$ cat config.mk
export PLATFORM = sky130hd
export DESIGN_NAME = socTop
export DESIGN_NICKNAME = d
export VERILOG_FILES = /design/src/logic/ahbPkg.sv /design/src/logic/socMapPkg.sv /design/src/logic/ahbIf.sv /design/src/logic/sbaIf.sv /design/src/logic/busMaster.sv /design/src/logic/clint.sv /design/src/logic/debugTransport.sv /design/src/logic/gpio.sv /design/src/logic/socTop.sv /design/src/logic/uncore.sv
export SDC_FILE = /design/constraint.sdc
export NUM_CORES = 1
export LEC_CHECK = 0
export BUFFER_PORTS_ARGS = -buffer_cell sky130_fd_sc_hd__buf_2
export CAP_MARGIN = 20
export CORE_UTILIZATION = 59
export CTS_CLUSTER_DIAMETER = 60
export CTS_CLUSTER_SIZE = 30
export DETAILED_ROUTE_END_ITERATION = 10
export HOLD_SLACK_MARGIN = 0.12
export PLACE_DENSITY = 0.9
export SLEW_MARGIN = 20
export SYNTH_ARGS = -nofsm -noshare
export SYNTH_HDL_FRONTEND = slang
export SYNTH_SLANG_ARGS = --single-unit
$ cat constraint.sdc
create_clock -name clk -period 10.2 [get_ports clk]
set_input_delay 1.53 -clock clk [delete_from_list [all_inputs] [get_ports clk]]
set_output_delay 1.53 -clock clk [all_outputs]
set_load 0.005 [all_outputs]
$ cat src/logic/ahbPkg.sv
// AHB-lite transfer encodings shared by manager and subordinate side
package ahbPkg;

  localparam int dataBits = 32;  // hwdata / hrdata width
  localparam int addrBits = 16;  // haddr width

  // transfer kind on htrans
  typedef enum logic [1:0] {
    htransIdle   = 2'b00,  // no transfer
    htransBusy   = 2'b01,  // never issued here
    htransNonseq = 2'b10,  // single transfer, first beat
    htransSeq    = 2'b11   // bursts not supported
  } htransT;

  // transfer size on hsize
  typedef enum logic [2:0] {
    hsizeByte  = 3'b000,
    hsizeHalf  = 3'b001,
    hsizeWord  = 3'b010,  // only size the debug master issues
    hsizeDword = 3'b011
  } hsizeT;

endpackage

$ cat src/logic/socMapPkg.sv
// memory map of the uncore and debug frame format
package socMapPkg;

  ////////////////////////////////////////
  // region bases
  ////////////////////////////////////////
  localparam logic [ahbPkg::addrBits-1:0] clintBase = 16'h0000;  // 4 KiB
  localparam logic [ahbPkg::addrBits-1:0] gpioBase  = 16'h1000;  // 4 KiB
  localparam logic [ahbPkg::addrBits-1:0] extBase   = 16'h8000;  // 32 KiB to top
  localparam int periphBits = 12;  // log2 of a 4 KiB peripheral region

  // clint register offsets
  localparam logic [3:0] mtimeLo    = 4'h0;
  localparam logic [3:0] mtimeHi    = 4'h4;
  localparam logic [3:0] mtimecmpLo = 4'h8;
  localparam logic [3:0] mtimecmpHi = 4'hC;

  // gpio register offsets
  localparam logic [3:0] gpioOutOff = 4'h0;
  localparam logic [3:0] gpioEnOff  = 4'h4;
  localparam logic [3:0] gpioInOff  = 4'h8;

  // serial frames, lsb first
  localparam int cmdBits = 49;  // write, addr[15:0], data[31:0]
  localparam int rspBits = 33;  // err, rdata[31:0]

endpackage

$ cat src/logic/ahbIf.sv
`timescale 1ns/1ps

// internal AHB-lite bus, one manager and the uncore as sole subordinate
interface ahbIf;

  logic [ahbPkg::addrBits-1:0] haddr;
  logic                        hwrite;
  ahbPkg::htransT              htrans;
  ahbPkg::hsizeT               hsize;
  logic [ahbPkg::dataBits-1:0] hwdata;  // data phase
  logic [ahbPkg::dataBits-1:0] hrdata;  // data phase
  logic                        hready;  // muxed ready, seen by both sides
  logic                        hresp;   // 1 = error

  modport manager (
    output haddr, hwrite, htrans, hsize, hwdata,
    input  hrdata, hready, hresp
  );

  modport subordinate (
    input  haddr, hwrite, htrans, hsize, hwdata,
    output hrdata, hready, hresp
  );

endinterface

$ cat src/logic/sbaIf.sv
`timescale 1ns/1ps

// system bus access request from debug transport to bus master
interface sbaIf;

  logic                          req;    // one cycle pulse
  logic                          write;  // held until done
  logic [ahbPkg::addrBits-1:0]   addr;
  logic [ahbPkg::dataBits-1:0]   wdata;
  logic [ahbPkg::dataBits-1:0]   rdata;  // valid with done
  logic                          err;
  logic                          done;   // one cycle pulse

  modport requester (output req, write, addr, wdata, input rdata, err, done);
  modport master (input req, write, addr, wdata, output rdata, err, done);

endinterface

$ cat src/logic/busMaster.sv
`timescale 1ns/1ps

// one sba command becomes one AHB-lite single word transfer
module busMaster (
  input  logic   clk,
  input  logic   rstN,
  sbaIf.master   sba,
  ahbIf.manager  bus
);

  typedef enum logic [1:0] {
    idleS,  // waiting for req
    addrS,  // address phase on the bus
    dataS   // data phase, stretched by hready low
  } stateT;

  stateT                       state;
  stateT                       stateNext;
  logic [ahbPkg::addrBits-1:0] addrQ;
  logic                        writeQ;
  logic [ahbPkg::dataBits-1:0] wdataQ;

  // sequencer
  always_comb begin
    stateNext = state;
    case (state)
      idleS:   if (sba.req) stateNext = addrS;
      addrS:   if (bus.hready) stateNext = dataS;  // prior data phase done
      dataS:   if (bus.hready) stateNext = idleS;
      default: stateNext = idleS;
    endcase
  end

  always_ff @(posedge clk or negedge rstN) begin
    if (!rstN) state <= idleS;
    else state <= stateNext;
  end

  // command capture, kept until the next req
  always_ff @(posedge clk) begin
    if (state == idleS && sba.req) begin
      addrQ  <= sba.addr;
      writeQ <= sba.write;
      wdataQ <= sba.wdata;
    end
  end

  ////////////////////////////////////////
  // bus drive
  ////////////////////////////////////////
  assign bus.htrans = (state == addrS) ? ahbPkg::htransNonseq : ahbPkg::htransIdle;
  assign bus.hsize  = ahbPkg::hsizeWord;
  assign bus.haddr  = addrQ;   // steady across stalls
  assign bus.hwrite = writeQ;
  assign bus.hwdata = wdataQ;  // valid through data phase

  // result back to the transport
  assign sba.done  = (state == dataS) & bus.hready;
  assign sba.rdata = bus.hrdata;
  assign sba.err   = bus.hresp;

endmodule

$ cat src/logic/clint.sv
`timescale 1ns/1ps

// machine timer, counts the system clock
module clint (
  input  logic        clk,
  input  logic        rstN,
  input  logic        wrEn,
  input  logic [3:0]  regOff,
  input  logic [31:0] wdata,
  output logic [31:0] rdata,
  output logic        mTimerInt
);

  logic [63:0] mtime;
  logic [63:0] mtimecmp;

  // free running counter, halves writable
  always_ff @(posedge clk or negedge rstN) begin
    if (!rstN) begin
      mtime <= '0;
    end else if (wrEn && regOff == socMapPkg::mtimeLo) begin
      mtime <= {mtime[63:32], wdata};
    end else if (wrEn && regOff == socMapPkg::mtimeHi) begin
      mtime <= {wdata, mtime[31:0]};
    end else begin
      mtime <= mtime + 64'd1;
    end
  end

  // compare value, all ones keeps the interrupt off
  always_ff @(posedge clk or negedge rstN) begin
    if (!rstN) begin
      mtimecmp <= '1;
    end else if (wrEn) begin
      if (regOff == socMapPkg::mtimecmpLo) mtimecmp[31:0] <= wdata;
      if (regOff == socMapPkg::mtimecmpHi) mtimecmp[63:32] <= wdata;
    end
  end

  always_ff @(posedge clk or negedge rstN) begin
    if (!rstN) mTimerInt <= 1'b0;
    else mTimerInt <= mtime >= mtimecmp;  // one cycle behind the compare
  end

  // read mux
  always_comb begin
    case (regOff)
      socMapPkg::mtimeLo:    rdata = mtime[31:0];
      socMapPkg::mtimeHi:    rdata = mtime[63:32];
      socMapPkg::mtimecmpLo: rdata = mtimecmp[31:0];
      socMapPkg::mtimecmpHi: rdata = mtimecmp[63:32];
      default:               rdata = '0;
    endcase
  end

endmodule

$ cat src/logic/debugTransport.sv
`timescale 1ns/1ps

// four pin serial port, frames commands and returns responses
module debugTransport (
  input  logic    clk,
  input  logic    rstN,
  input  logic    tck,
  input  logic    tms,
  input  logic    tdi,
  output logic    tdo,
  sbaIf.requester sba
);

  localparam int cntBits = $clog2(socMapPkg::cmdBits + 2);
  localparam logic [cntBits-1:0] cntFull = cntBits'(socMapPkg::cmdBits);
  localparam logic [cntBits-1:0] cntOver = cntBits'(socMapPkg::cmdBits + 1);  // sticky bad

  logic [1:0]                      tckSync;
  logic [1:0]                      tmsSync;
  logic [1:0]                      tdiSync;
  logic                            tckLast;   // edge detect
  logic                            tckRise;
  logic                            shiftEn;   // rising tck with tms high
  logic                            frameOk;
  logic                            busy;      // command in flight
  logic [cntBits-1:0]              bitCnt;
  logic [socMapPkg::cmdBits-1:0]   cmdShift;
  logic [socMapPkg::rspBits-1:0]   rspShift;

  ////////////////////////////////////////
  // pin synchronizers
  ////////////////////////////////////////
  always_ff @(posedge clk or negedge rstN) begin
    if (!rstN) begin
      tckSync <= '0;
      tmsSync <= '0;
      tdiSync <= '0;
      tckLast <= 1'b0;
    end else begin
      tckSync <= {tckSync[0], tck};
      tmsSync <= {tmsSync[0], tms};
      tdiSync <= {tdiSync[0], tdi};
      tckLast <= tckSync[1];
    end
  end

  assign tckRise = tckSync[1] & ~tckLast;
  assign shiftEn = tckRise & tmsSync[1];
  assign frameOk = tckRise & ~tmsSync[1] & (bitCnt == cntFull);  // exact length only

  ////////////////////////////////////////
  // framing and request
  ////////////////////////////////////////
  always_ff @(posedge clk or negedge rstN) begin
    if (!rstN) begin
      bitCnt  <= '0;
      busy    <= 1'b0;
      sba.req <= 1'b0;
    end else begin
      sba.req <= frameOk;  // lands one clk after the closing edge
      if (frameOk) busy <= 1'b1;
      else if (sba.done) busy <= 1'b0;
      if (tckRise) begin
        if (!tmsSync[1]) bitCnt <= '0;  // frame end, good or not
        else if (busy) bitCnt <= cntOver;  // bits during a pending cmd poison the frame
        else if (bitCnt != cntOver) bitCnt <= bitCnt + 1'b1;
      end
    end
  end

  // command bits, frozen while busy so addr/wdata hold
  always_ff @(posedge clk) begin
    if (shiftEn && !busy) cmdShift <= {tdiSync[1], cmdShift[socMapPkg::cmdBits-1:1]};
  end

  assign sba.write = cmdShift[0];
  assign sba.addr  = cmdShift[ahbPkg::addrBits:1];
  assign sba.wdata = cmdShift[socMapPkg::cmdBits-1:ahbPkg::addrBits+1];

  // response capture and shift out
  always_ff @(posedge clk or negedge rstN) begin
    if (!rstN) rspShift <= '0;
    else if (sba.done) rspShift <= {sba.rdata, sba.err};  // err goes out first
    else if (shiftEn) rspShift <= {1'b0, rspShift[socMapPkg::rspBits-1:1]};
  end

  assign tdo = rspShift[0];

endmodule

$ cat src/logic/gpio.sv
`timescale 1ns/1ps

// output, enable and synchronized input registers
module gpio #(
  parameter int GpioWidth = 32
) (
  input  logic                 clk,
  input  logic                 rstN,
  input  logic                 wrEn,
  input  logic [3:0]           regOff,
  input  logic [31:0]          wdata,
  output logic [31:0]          rdata,
  input  logic [GpioWidth-1:0] gpioIn,
  output logic [GpioWidth-1:0] gpioOut,
  output logic [GpioWidth-1:0] gpioEn
);

  logic [GpioWidth-1:0] inMeta;  // first sync stage
  logic [GpioWidth-1:0] inSync;

  always_ff @(posedge clk or negedge rstN) begin
    if (!rstN) begin
      gpioOut <= '0;
      gpioEn  <= '0;  // pins start as inputs
      inMeta  <= '0;
      inSync  <= '0;
    end else begin
      inMeta <= gpioIn;
      inSync <= inMeta;
      if (wrEn && regOff == socMapPkg::gpioOutOff) gpioOut <= wdata[GpioWidth-1:0];
      if (wrEn && regOff == socMapPkg::gpioEnOff) gpioEn <= wdata[GpioWidth-1:0];
    end
  end

  // upper bits read zero
  always_comb begin
    rdata = '0;
    case (regOff)
      socMapPkg::gpioOutOff: rdata[GpioWidth-1:0] = gpioOut;
      socMapPkg::gpioEnOff:  rdata[GpioWidth-1:0] = gpioEn;
      socMapPkg::gpioInOff:  rdata[GpioWidth-1:0] = inSync;
      default:               rdata = '0;
    endcase
  end

endmodule

$ cat src/logic/socTop.sv
`timescale 1ns/1ps

// chip top, debug port masters the uncore and the external bus
module socTop #(
  parameter int GpioWidth = 32
) (
  input  logic                        clk,
  input  logic                        rstN,       // async, from the pin
  // serial test port
  input  logic                        tck,
  input  logic                        tms,
  input  logic                        tdi,
  output logic                        tdo,
  // external AHB-lite region
  output logic                        hResetN,
  output logic [ahbPkg::addrBits-1:0] hAddr,
  output logic [ahbPkg::dataBits-1:0] hWdata,
  output logic                        hWrite,
  output logic [1:0]                  hTrans,
  output logic [2:0]                  hSize,
  output logic                        hReady,
  output logic                        hSelExt,
  input  logic [ahbPkg::dataBits-1:0] hRdataExt,
  input  logic                        hReadyExt,
  input  logic                        hRespExt,
  // pins
  input  logic [GpioWidth-1:0]        gpioIn,
  output logic [GpioWidth-1:0]        gpioOut,
  output logic [GpioWidth-1:0]        gpioEn,
  output logic                        mTimerInt
);

  logic [1:0] rstSync;  // release synchronizer
  logic       sysRstN;

  sbaIf sba ();
  ahbIf bus ();

  ////////////////////////////////////////
  // reset, assert async, release after 2 edges
  ////////////////////////////////////////
  always_ff @(posedge clk or negedge rstN) begin
    if (!rstN) rstSync <= '0;
    else rstSync <= {rstSync[0], 1'b1};
  end

  assign sysRstN = rstSync[1];
  assign hResetN = sysRstN;

  // bus toward external memory
  assign hAddr  = bus.haddr;
  assign hWdata = bus.hwdata;
  assign hWrite = bus.hwrite;
  assign hTrans = bus.htrans;
  assign hSize  = bus.hsize;
  assign hReady = bus.hready;

  debugTransport debugTransport_i (.clk, .rstN(sysRstN), .tck, .tms, .tdi, .tdo, .sba);

  busMaster busMaster_i (.clk, .rstN(sysRstN), .sba, .bus);

  uncore #(.GpioWidth(GpioWidth)) uncore_i (
    .clk, .rstN(sysRstN), .bus, .hSelExt, .hRdataExt, .hReadyExt, .hRespExt,
    .gpioIn, .gpioOut, .gpioEn, .mTimerInt
  );

endmodule

$ cat src/logic/uncore.sv
`timescale 1ns/1ps

// address decode and response mux for clint, gpio and the external region
module uncore #(
  parameter int GpioWidth = 32
) (
  input  logic                 clk,
  input  logic                 rstN,
  ahbIf.subordinate            bus,
  output logic                 hSelExt,
  input  logic [31:0]          hRdataExt,
  input  logic                 hReadyExt,
  input  logic                 hRespExt,
  input  logic [GpioWidth-1:0] gpioIn,
  output logic [GpioWidth-1:0] gpioOut,
  output logic [GpioWidth-1:0] gpioEn,
  output logic                 mTimerInt
);

  localparam int hiBits = ahbPkg::addrBits - socMapPkg::periphBits;

  logic [hiBits-1:0] regionTag;  // upper address bits
  logic              addrPhase;
  logic              selClint;
  logic              selGpio;
  logic              selExt;
  logic              dpClint;    // data phase owner flags
  logic              dpGpio;
  logic              dpExt;
  logic              dpErr;
  logic              errSecond;  // second cycle of error response
  logic              dpWrite;
  logic [3:0]        dpOff;
  logic [31:0]       clintRdata;
  logic [31:0]       gpioRdata;

  ////////////////////////////////////////
  // address phase decode
  ////////////////////////////////////////
  assign regionTag = bus.haddr[ahbPkg::addrBits-1:socMapPkg::periphBits];
  assign addrPhase = (bus.htrans == ahbPkg::htransNonseq) & bus.hready;
  assign selClint  = regionTag == socMapPkg::clintBase[ahbPkg::addrBits-1:socMapPkg::periphBits];
  assign selGpio   = regionTag == socMapPkg::gpioBase[ahbPkg::addrBits-1:socMapPkg::periphBits];
  assign selExt    = bus.haddr >= socMapPkg::extBase;

  // flags move on only when the current data phase finishes
  always_ff @(posedge clk or negedge rstN) begin
    if (!rstN) begin
      dpClint   <= 1'b0;
      dpGpio    <= 1'b0;
      dpExt     <= 1'b0;
      dpErr     <= 1'b0;
      errSecond <= 1'b0;
    end else begin
      errSecond <= dpErr & ~errSecond;
      if (bus.hready) begin
        dpClint <= addrPhase & selClint;
        dpGpio  <= addrPhase & selGpio;
        dpExt   <= addrPhase & selExt;
        dpErr   <= addrPhase & ~(selClint | selGpio | selExt);  // hole in the map
      end
    end
  end

  always_ff @(posedge clk) begin
    if (addrPhase) begin
      dpWrite <= bus.hwrite;
      dpOff   <= bus.haddr[3:0];
    end
  end

  ////////////////////////////////////////
  // data phase response
  ////////////////////////////////////////
  assign hSelExt = ((bus.htrans == ahbPkg::htransNonseq) & selExt) | dpExt;

  always_comb begin
    bus.hready = 1'b1;  // internal regions never wait
    bus.hresp  = 1'b0;
    bus.hrdata = '0;
    if (dpExt) begin
      bus.hready = hReadyExt;
      bus.hresp  = hRespExt;
      bus.hrdata = hRdataExt;
    end else if (dpErr) begin
      bus.hready = errSecond;  // low then high
      bus.hresp  = 1'b1;
    end else if (dpClint) begin
      bus.hrdata = clintRdata;
    end else if (dpGpio) begin
      bus.hrdata = gpioRdata;
    end
  end

  clint clint_i (
    .clk, .rstN, .wrEn(dpClint & dpWrite), .regOff(dpOff), .wdata(bus.hwdata),
    .rdata(clintRdata), .mTimerInt
  );

  gpio #(.GpioWidth(GpioWidth)) gpio_i (
    .clk, .rstN, .wrEn(dpGpio & dpWrite), .regOff(dpOff), .wdata(bus.hwdata),
    .rdata(gpioRdata), .gpioIn, .gpioOut, .gpioEn
  );

endmodule

After elaboration in Yosys (flattened, before gate mapping)
Index checks and enable logic that the tools add are counted.
Cells by class
  add/subtract/negate cells: 2
  magnitude comparators: 2
  equal/unequal tests: 14
  multiplexer cells: 24
  bitwise operators: 21
  reductions and logical operators: 16
Operators with widths (number)
  $mux W32: 5
  $pmux W32 S4: 1
  $pmux W32 S3: 1
  $mux W33: 2
  $add A64 B1 Y64 const B: 1
  $ge A64 B64 Y1: 1
  $mux W64: 1
  $mux W6: 3
  $ge A16 B16 Y1 const B: 1
  $and A1 B1 Y1: 14
  $eq A4 B4 Y1 const B: 2
  $logic_not A4 Y1: 2
  $mux W2: 4
  $add A6 B1 Y6 const B: 1
  $eq A6 B6 Y1 const B: 1
  $logic_and A1 B1 Y1: 6
  $mux W1: 6
  $ne A6 B6 Y1 const B: 1
  $pmux W2 S3: 1
  $reduce_and A2 Y1: 3
  $eq A2 B2 Y1 const B: 2
  $eq A4 B1 Y1 const B: 1
  $eq A4 B3 Y1 const B: 1
  $ne A2 B1 Y1 const B: 2
  9 further kinds: 16
Word-level totals
  flip-flop bits (word level): 417
  bits of input ports: 71
  output and inout bits: 123
  logic and storage cells: 109

Longest topological paths before layout
Gate-level depths: netlist of the first run.
  depth after elaboration: 7
  depth in mapped cells: 9
  mapped depth without buffers: 8

Hierarchy
Synthesis of the first run repeated with hierarchy kept, for this count alone.
Unflattened totals
  cell total of the unflattened synthesis: 1715
  area total of the unflattened synthesis: 20288.2 um2
Modules (own cells, without submodules)
  clint: instances 1, cells each 973, area an instance 8886.0 um2
  gpio: instances 1, cells each 278, area an instance 4565.6 um2
  debugTransport: instances 1, cells each 219, area an instance 3848.7 um2
  busMaster: instances 1, cells each 99, area an instance 1870.5 um2
  uncore: instances 1, cells each 143, area an instance 1063.5 um2
  socTop: instances 1, cells each 3, area an instance 53.8 um2

Worst setup path after synthesis of the first run
Ideal clock, no wire load.
  path kind: register to output
  start: reg rstSync[1]
  end: out hResetN
  arrival: 6.984 ns
  data required time: 8.670 ns
  setup slack: 1.686 ns
  stages on the path, launching flop included: 1
  path buffers: 0
  cell sequence: dfrtp_1
RTL lines
  start: declaration: line socTop.sv:33  | logic [1:0] rstSync;
  start signal: assignment: line socTop.sv:44  | else rstSync <= {rstSync[0], 1'b1};
  end: declaration: line socTop.sv:15  | output logic hResetN,
No word-level cell between the ends.

Worst setup path after layout of the first run
  start: in hReadyExt
  end: out hReady
On the way
  word-level cells in the longest chain between the ends: 1
Ends and longest elaborated chain
  start: declaration: line socTop.sv:24  | input logic hReadyExt,
  $mux W1: line uncore.sv:81  | if (dpExt) begin
  end: declaration: line socTop.sv:21  | output logic hReady,
No other way between the ends.

==> qor.csv, run 1 <==
metric,value,unit
CP cell instances,"buf_2, mux2i_1, inv_1, buf_2",
row count,65,
Most used DFF post-synth,dfrtp_1,
Tot Pwr,2970,µW
leak pwr,0.00947,µW
"commonest non-fill, non-tap cells in the layout","dfrtp_1 (249), buf_2 (189), o21ai_0 (137)",
Tmin final,4.09,ns
Worst Max-Slew Pin Slew,1.12,ns
unrepaired setup endpoints after global routing,false,
outcome,completed,
die area,33100,µm²
TritonCTS clock tree,yes,
post-route clock period utilization,40.1,%
Synth Cell Area,19100,µm²
"most common cell after layout, fill and taps aside",dfrtp_1,
vias per cell,6.74,
Synth Register Bits,417,
WL final,53100,µm
Post-Place Cells,2224,
final slew viol count,0,
Worst Path Arrival,2.56,ns
antenna violations before repair,4,
WP data required,8.67,ns
switching power,681,µW
WL/cell,23.4,µm
layout cell share with drive strength beyond 1,22.4,%
fill cell count,2271,
vias post-DR,15300,
Tot GR Track Use,32.0,%
Yosys cell types,66,
Post-synth EDFFs,103,
Synth Instances,1708,
total congestion overflow,0,
Worst setup SP type,input pin,
chip width,182,µm
mux share of post-synthesis cell area,7.45,%
"Slowest-stage cell, CP",mux2i_1,
largest net degree at the start of global routing,85,
Initial Util,60.3,%
cts bufs inserted,26,
clk buf depth,3,
max cap viols,0,
r2r setup slk,6.82,ns
fmax,0.244,GHz
global-route wire length before repair,83400,µm
Crit Path Class,in2out,
post-synthesis compound-gate area fraction,14.6,%
final hold vios,0,
Post-Layout Cell Count,2274,
critical path endpoint category,primary output,
reg2reg start,uncore_i.dpOff[1],
P&R area growth vs syn,11.5,%
post-route antenna net violation count,0,
clk_lat worst skew,0.58,ns
biggest cell delay along the critical path,0.70,ns
internal power,2290,µW
htree depth,1,
Placed Area,20400,µm²
Final nets,1990,
final core occ,67.2,%
Vert. Die Dim,182,µm
"Hold-fix buffers, CTS",0,
Gate power share,2.2,%
"Async S/R FF share, synth",75.3,%
Synth Warn #,0,
# clock sinks,417,
main combinational cell family by area after synthesis,compound AO/OA/AOI/OAI gates,
post-CTS setup buffer count,0,
Synth Area in Simple Gates,11.8,%
PortBufs,189,
maximum clock skew at final layout,0.0308,ns
pwr dens,140,nW/µm²
GPL Wtd Cong,0.936,
reg2reg end,uncore_i.clint_i.mtimecmp[0],
drt initial violations,1934,
number of setup violations in the final report,0,
crit path max fanout,12,
adder-cell share of the synthesized area,4.45,%
root buf cell,clkbuf_16,
R2R cell count,6,
vias in the first global route,15300,
sw frac,22.9,%
Clk network pwr share,39.0,%
fin area,21300,µm²
Reg power frac,58.8,%
first-pass detailed-route iteration total,6,
DRC,0,
Fin Setup TNS,0,ns
I/O pin count,194,
syn_area_per_cell,11.2,µm²
Critical Path Sink,hReady,
"Top cell by count, worst path",buf_2,
worst vdd rail ir drop,172,µV
Post-DP HPWL,35700,µm
hold crit path type,reg2async,
# resized after CTS,0,
Post-Synth XOR/XNOR Area,0.0458,%
sequential area share after synthesis,57.7,%
crit path from,hReadyExt,
core area,31700,µm²
Slew HR,25.3,%
Clock Pin Slew Worst Setup and Hold Paths,0.10,ns
-- cell usage after synthesis, drive strengths merged, types with 3 or more instances --
cell type | number | area share [%]
nand2b | 10 | 0.33
or2 | 9 | 0.31
dfstp | 64 | 8.8
edfxtp | 103 | 16
clkbuf | 84 | 1.7
a31oi | 4 | 0.13
o21ai | 137 | 3.6
o31ai | 4 | 0.16
buf | 20 | 0.54
and2 | 6 | 0.20
a211o | 5 | 0.23
mux2i | 68 | 3.6
ha | 68 | 4.5
inv | 85 | 1.7
o221ai | 33 | 1.5
nor3 | 36 | 0.94
a21oi | 92 | 2.4
dfrtp | 250 | 33
a311oi | 6 | 0.27
a221oi | 4 | 0.18
nor4b | 3 | 0.14
a222oi | 32 | 1.7
o32ai | 7 | 0.32
nand4 | 24 | 0.86
a21o | 11 | 0.43
nand3 | 73 | 1.9
nor2b | 3 | 0.098
and4 | 4 | 0.18
o221a | 4 | 0.24
nand2 | 126 | 2.5
or3 | 5 | 0.16
o211ai | 6 | 0.24
o22ai | 8 | 0.26
nor2 | 125 | 2.5
a211oi | 31 | 1.2
mux2 | 66 | 3.9
o21a | 3 | 0.12
nor4 | 14 | 0.57
a22oi | 32 | 1.3
nor3b | 5 | 0.20
and3 | 18 | 0.59
-- power by group through the flow --
stage	Sequential (µW)	Combinational, µW	Clock, µW
after global routing	1750	74.2	1220
after detailed placement	1780	66.8	0
after floorplan	1790	25.5	0
final	1750	66.0	1160
after CTS	1750	67.1	1170
after global placement	1780	62.8	0
-- state kept, by name (all words and copies together), names as in the netlist, 4 cells and up --
signal and flops:
uncore_i.clint_i.mtime 64, uncore_i.clint_i.mtimecmp 64, debugTransport_i.cmdShift 49, debugTransport_i.rspShift 33, busMaster_i.bus.hwdata 32, uncore_i.gpio_i.gpioEn 32, uncore_i.gpio_i.gpioOut 32, uncore_i.gpio_i.inMeta 32
uncore_i.gpio_i.inSync 32, busMaster_i.bus.haddr 16, debugTransport_i.bitCnt 6, uncore_i.dpOff 4
-- cell type report --
cell class	instances	area (µm²)	area share (%)
Inverter	85	319	1.50
Multi-Input combinational cell	1105	7390	34.7
Timing Repair Buffer	216	1150	5.41
Clock buffer	30	708	3.32
Clock inverter	18	190	0.893
Antenna cell	1	2.50	0.0117
Sequential cell	417	11000	51.8
Tap cell	402	503	2.36
-- cell families after synthesis --
group | count (synthesis)
multiplexers | 134
buffers and inverters | 189
XOR/XNOR | 1
other | 2
AO/OA/AOI/OAI | 428
adder cells (fa/ha/maj) | 68
AND/OR/NAND/NOR | 469
flip-flops | 417
-- layer usage --
layer / global-route usage [%] / up-vias / wire [µm]
met1: 41.1 / 7542 / 19700
met2: 53.6 / 987 / 25700
met4: 14.9 / 4 / 2630
met5: 0 / - / 26
met3: 5.17 / 198 / 5020
li1: - / 6597 / -
-- worst min path at each step --
stage | depth (start not counted) | to
global placement | 0 | uncore_i.gpio_i.inSync[23]
global route | 0 | uncore_i.gpio_i.inSync[24]
floorplan | 0 | debugTransport_i.tckSync[1]
detailed placement | 0 | uncore_i.gpio_i.inSync[23]
CTS | 0 | uncore_i.gpio_i.inSync[24]
finish | 0 | uncore_i.gpio_i.inSync[24]
-- critical path: cells and delay by family --
family | cells | cell delay, ns
buf+inv | 3 | 0.32
mux | 1 | 0.70
-- through the flow --
| step | hold WS (ns) | setup slack [ns] |
|---|---|---|
| 2_1_floorplan | 0.331 | 0.872 |
| 5_1_grt | 0.329 | 5.93 |
| 3_3_place_gp | 0.281 | 6.13 |
| 4_1_cts | 0.307 | 6.09 |
| 6_report | 0.285 | 6.11 |
| 3_5_place_dp | 0.292 | 6.00 |
Power figures use the tool's default switching activity.
==> run 2: changes to the inputs <==
- clock period: 10.2 -> 3.8 ns (I/O delays scaled with it)
==> qor.csv, run 2 (synthesized netlist as in run 1, its figures left out) <==
metric,value,unit,change
Slew HR,26.0,%,+0.66 points
P&R area growth vs syn,15.0,%,
die area,33100,µm²,unchanged
largest net degree at the start of global routing,136,,+60%
biggest regs,"uncore_i.clint_i.mtime: 64 flops, uncore_i.clint_i.mtimecmp: 64 flops, debugTransport_i.cmdShift: 49 flops",,
Crit Path Class,reg2reg,,
r2r setup slk,1.03,ns,-5.79 ns
multi-input logic area,7400,µm²,about the same
Clock Pin Slew Worst Setup and Hold Paths,0.10,ns,about the same
leak pwr,0.00976,µW,+3.1%
antenna violations before repair,0,,-4
number of setup violations in the final report,0,,unchanged
WP data required,4.32,ns,-4.35 ns
maximum clock skew at final layout,0.0251,ns,-0.00565 ns
outcome,completed,,
fmax,0.361,GHz,
Tot GR Track Use,32.3,%,+0.31 points
clk buf depth,3,,unchanged
I/O pin count,194,,unchanged
htree depth,1,,unchanged
fill cell count,2178,,-4.1%
Initial Util,60.3,%,unchanged
CP cell instances,"nand4_1, nor3_1, nand2_1, or3_1, o21ai_0, o221a_2",,
reg2reg end,uncore_i.clint_i.mtime[49],,
global-route wire length before repair,84400,µm,+1.3%
layout cell share with drive strength beyond 1,22.7,%,+0.26 points
"commonest non-fill, non-tap cells in the layout","dfrtp_1 (249), buf_2 (189), o21ai_0 (137)",,
post-route clock period utilization,72.8,%,
WL final,52800,µm,-0.56%
Final nets,2037,,+2.4%
Worst Max-Slew Pin Slew,1.10,ns,-0.0200 ns
crit path max fanout,11,,-1
diode count,0,,-1
hold crit path type,in2reg,,
crit path from,uncore_i.clint_i.mtime[6],,
GPL Wtd Cong,0.985,,+5.3%
worst vdd rail ir drop,363,µV,+110%
Fin Setup TNS,0,ns,unchanged
post-route antenna net violation count,0,,unchanged
unrepaired setup endpoints after global routing,false,,
row count,65,,unchanged
cts bufs inserted,29,,+12%
total congestion overflow,0,,unchanged
Storage cell area,11000,µm²,unchanged
"most common cell after layout, fill and taps aside",dfrtp_1,,
# resized after CTS,0,,unchanged
Critical Path Sink,uncore_i.clint_i.mtime[49],,
final core occ,69.3,%,+2.2 points
Tot Pwr,8440,µW,+180%
core area,31700,µm²,unchanged
hold_ws,0.167,ns,-0.118 ns
vias in the first global route,15400,,+0.61%
max cap viols,0,,unchanged
R2R cell count,6,,unchanged
# clock sinks,417,,unchanged
PortBufs,189,,unchanged
root buf cell,clkbuf_16,,
"Slowest-stage cell, CP",nor3_1,,
TritonCTS clock tree,yes,,
Post-DP HPWL,35000,µm,-2.0%
first-pass detailed-route iteration total,10,,+4
biggest cell delay along the critical path,0.57,ns,-0.13 ns
critical path endpoint category,flop,,
DRC,0,,unchanged
Worst setup SP type,flop,,
Worst Hold Depth,2,,
final slew viol count,0,,unchanged
Tmin final,2.77,ns,
vias per cell,6.55,,-2.8%
Worst Path Arrival,3.29,ns,+0.73 ns
final hold vios,0,,unchanged
clk_lat worst skew,0.59,ns,about the same
vias post-DR,15200,,-0.78%
chip width,182,µm,unchanged
WL/cell,22.8,µm,-2.6%
Vert. Die Dim,182,µm,unchanged
drt initial violations,1649,,-15%
pwr dens,384,nW/µm²,+180%
reg2reg start,uncore_i.clint_i.mtime[6],,
==> run 2: cell count changes in the layout (fill, tap and decap cells not counted), moves of 2 or more <==
cell	previous run	this run
inv_16	0	6
clkbuf_1	2	0
and3_2	0	2
clkinv_8	1	10
inv_12	4	1
buf_4	26	31
clkinvlp_4	4	2
and3_1	18	16
buf_12	0	4
dlygate4sd3_1	0	36
clkinv_4	3	1
==> run 2: cell type report <==
class | instances | area share (%)
clock buffer | 29 | 3.30
clock inverter | 24 | 1.76
inverter | 85 | 1.45
multi-input combinational | 1105 | 33.7
sequential | 417 | 50.2
tap | 402 | 2.29
timing repair buffer | 260 | 7.36
==> run 2: routing by layer <==
metal | share of wire, % | up-vias | global-route usage [%]
met5 | 0 | - | 0
met4 | 3.0 | 0 | 11.0
met3 | 8.6 | 131 | 4.67
met2 | 49 | 878 | 54.1
met1 | 40 | 7507 | 43.5
li1 | - | 6692 | -
==> run 2: worst min path at each step <==
stage / slack (ns) / from / endpoint
floorplan: 0.27 / rstN / rstSync[0]
global placement: 0.30 / rstSync[1] / uncore_i.gpio_i.inMeta[24]
detailed placement: 0.31 / rstSync[1] / uncore_i.gpio_i.inMeta[24]
CTS: 0.16 / hReadyExt / uncore_i.dpExt
global route: 0.18 / hReadyExt / uncore_i.dpExt
finish: 0.17 / hReadyExt / uncore_i.dpExt
==> run 2: per-stage QoR <==
step,setup slack (ns),cells,area [µm²]
2_1_floorplan,0.704,1711,19100
3_3_place_gp,1.17,2233,20500
3_5_place_dp,1.09,2233,20500
4_1_cts,1.06,2322,22000
5_1_grt,0.840,2322,22000
6_report,1.03,2322,22000
==> run 2: worst max-delay path, delay by kind of cell (launching register included) <==
kind,cells,cell delay (ns)
AO/OA/AOI/OAI,2,0.44
AND/OR/NAND/NOR,4,1.77
flip-flops,1,0.49
==> run 2: what timing repair did <==
action / in CTS / in global routing
hold buffers: 36 / 0
setup buffers: 0 / 0
endpoints found under the hold margin: 37 / 0
==> run 2: power breakdown <==
group | leakage, µW | internal, µW | total, µW | switching [µW]
clock network | 0.000526 | 1600 | 3540 | 1940
registers | 0.00461 | 4650 | 4690 | 45.3
logic | 0.00462 | 96.3 | 208 | 112
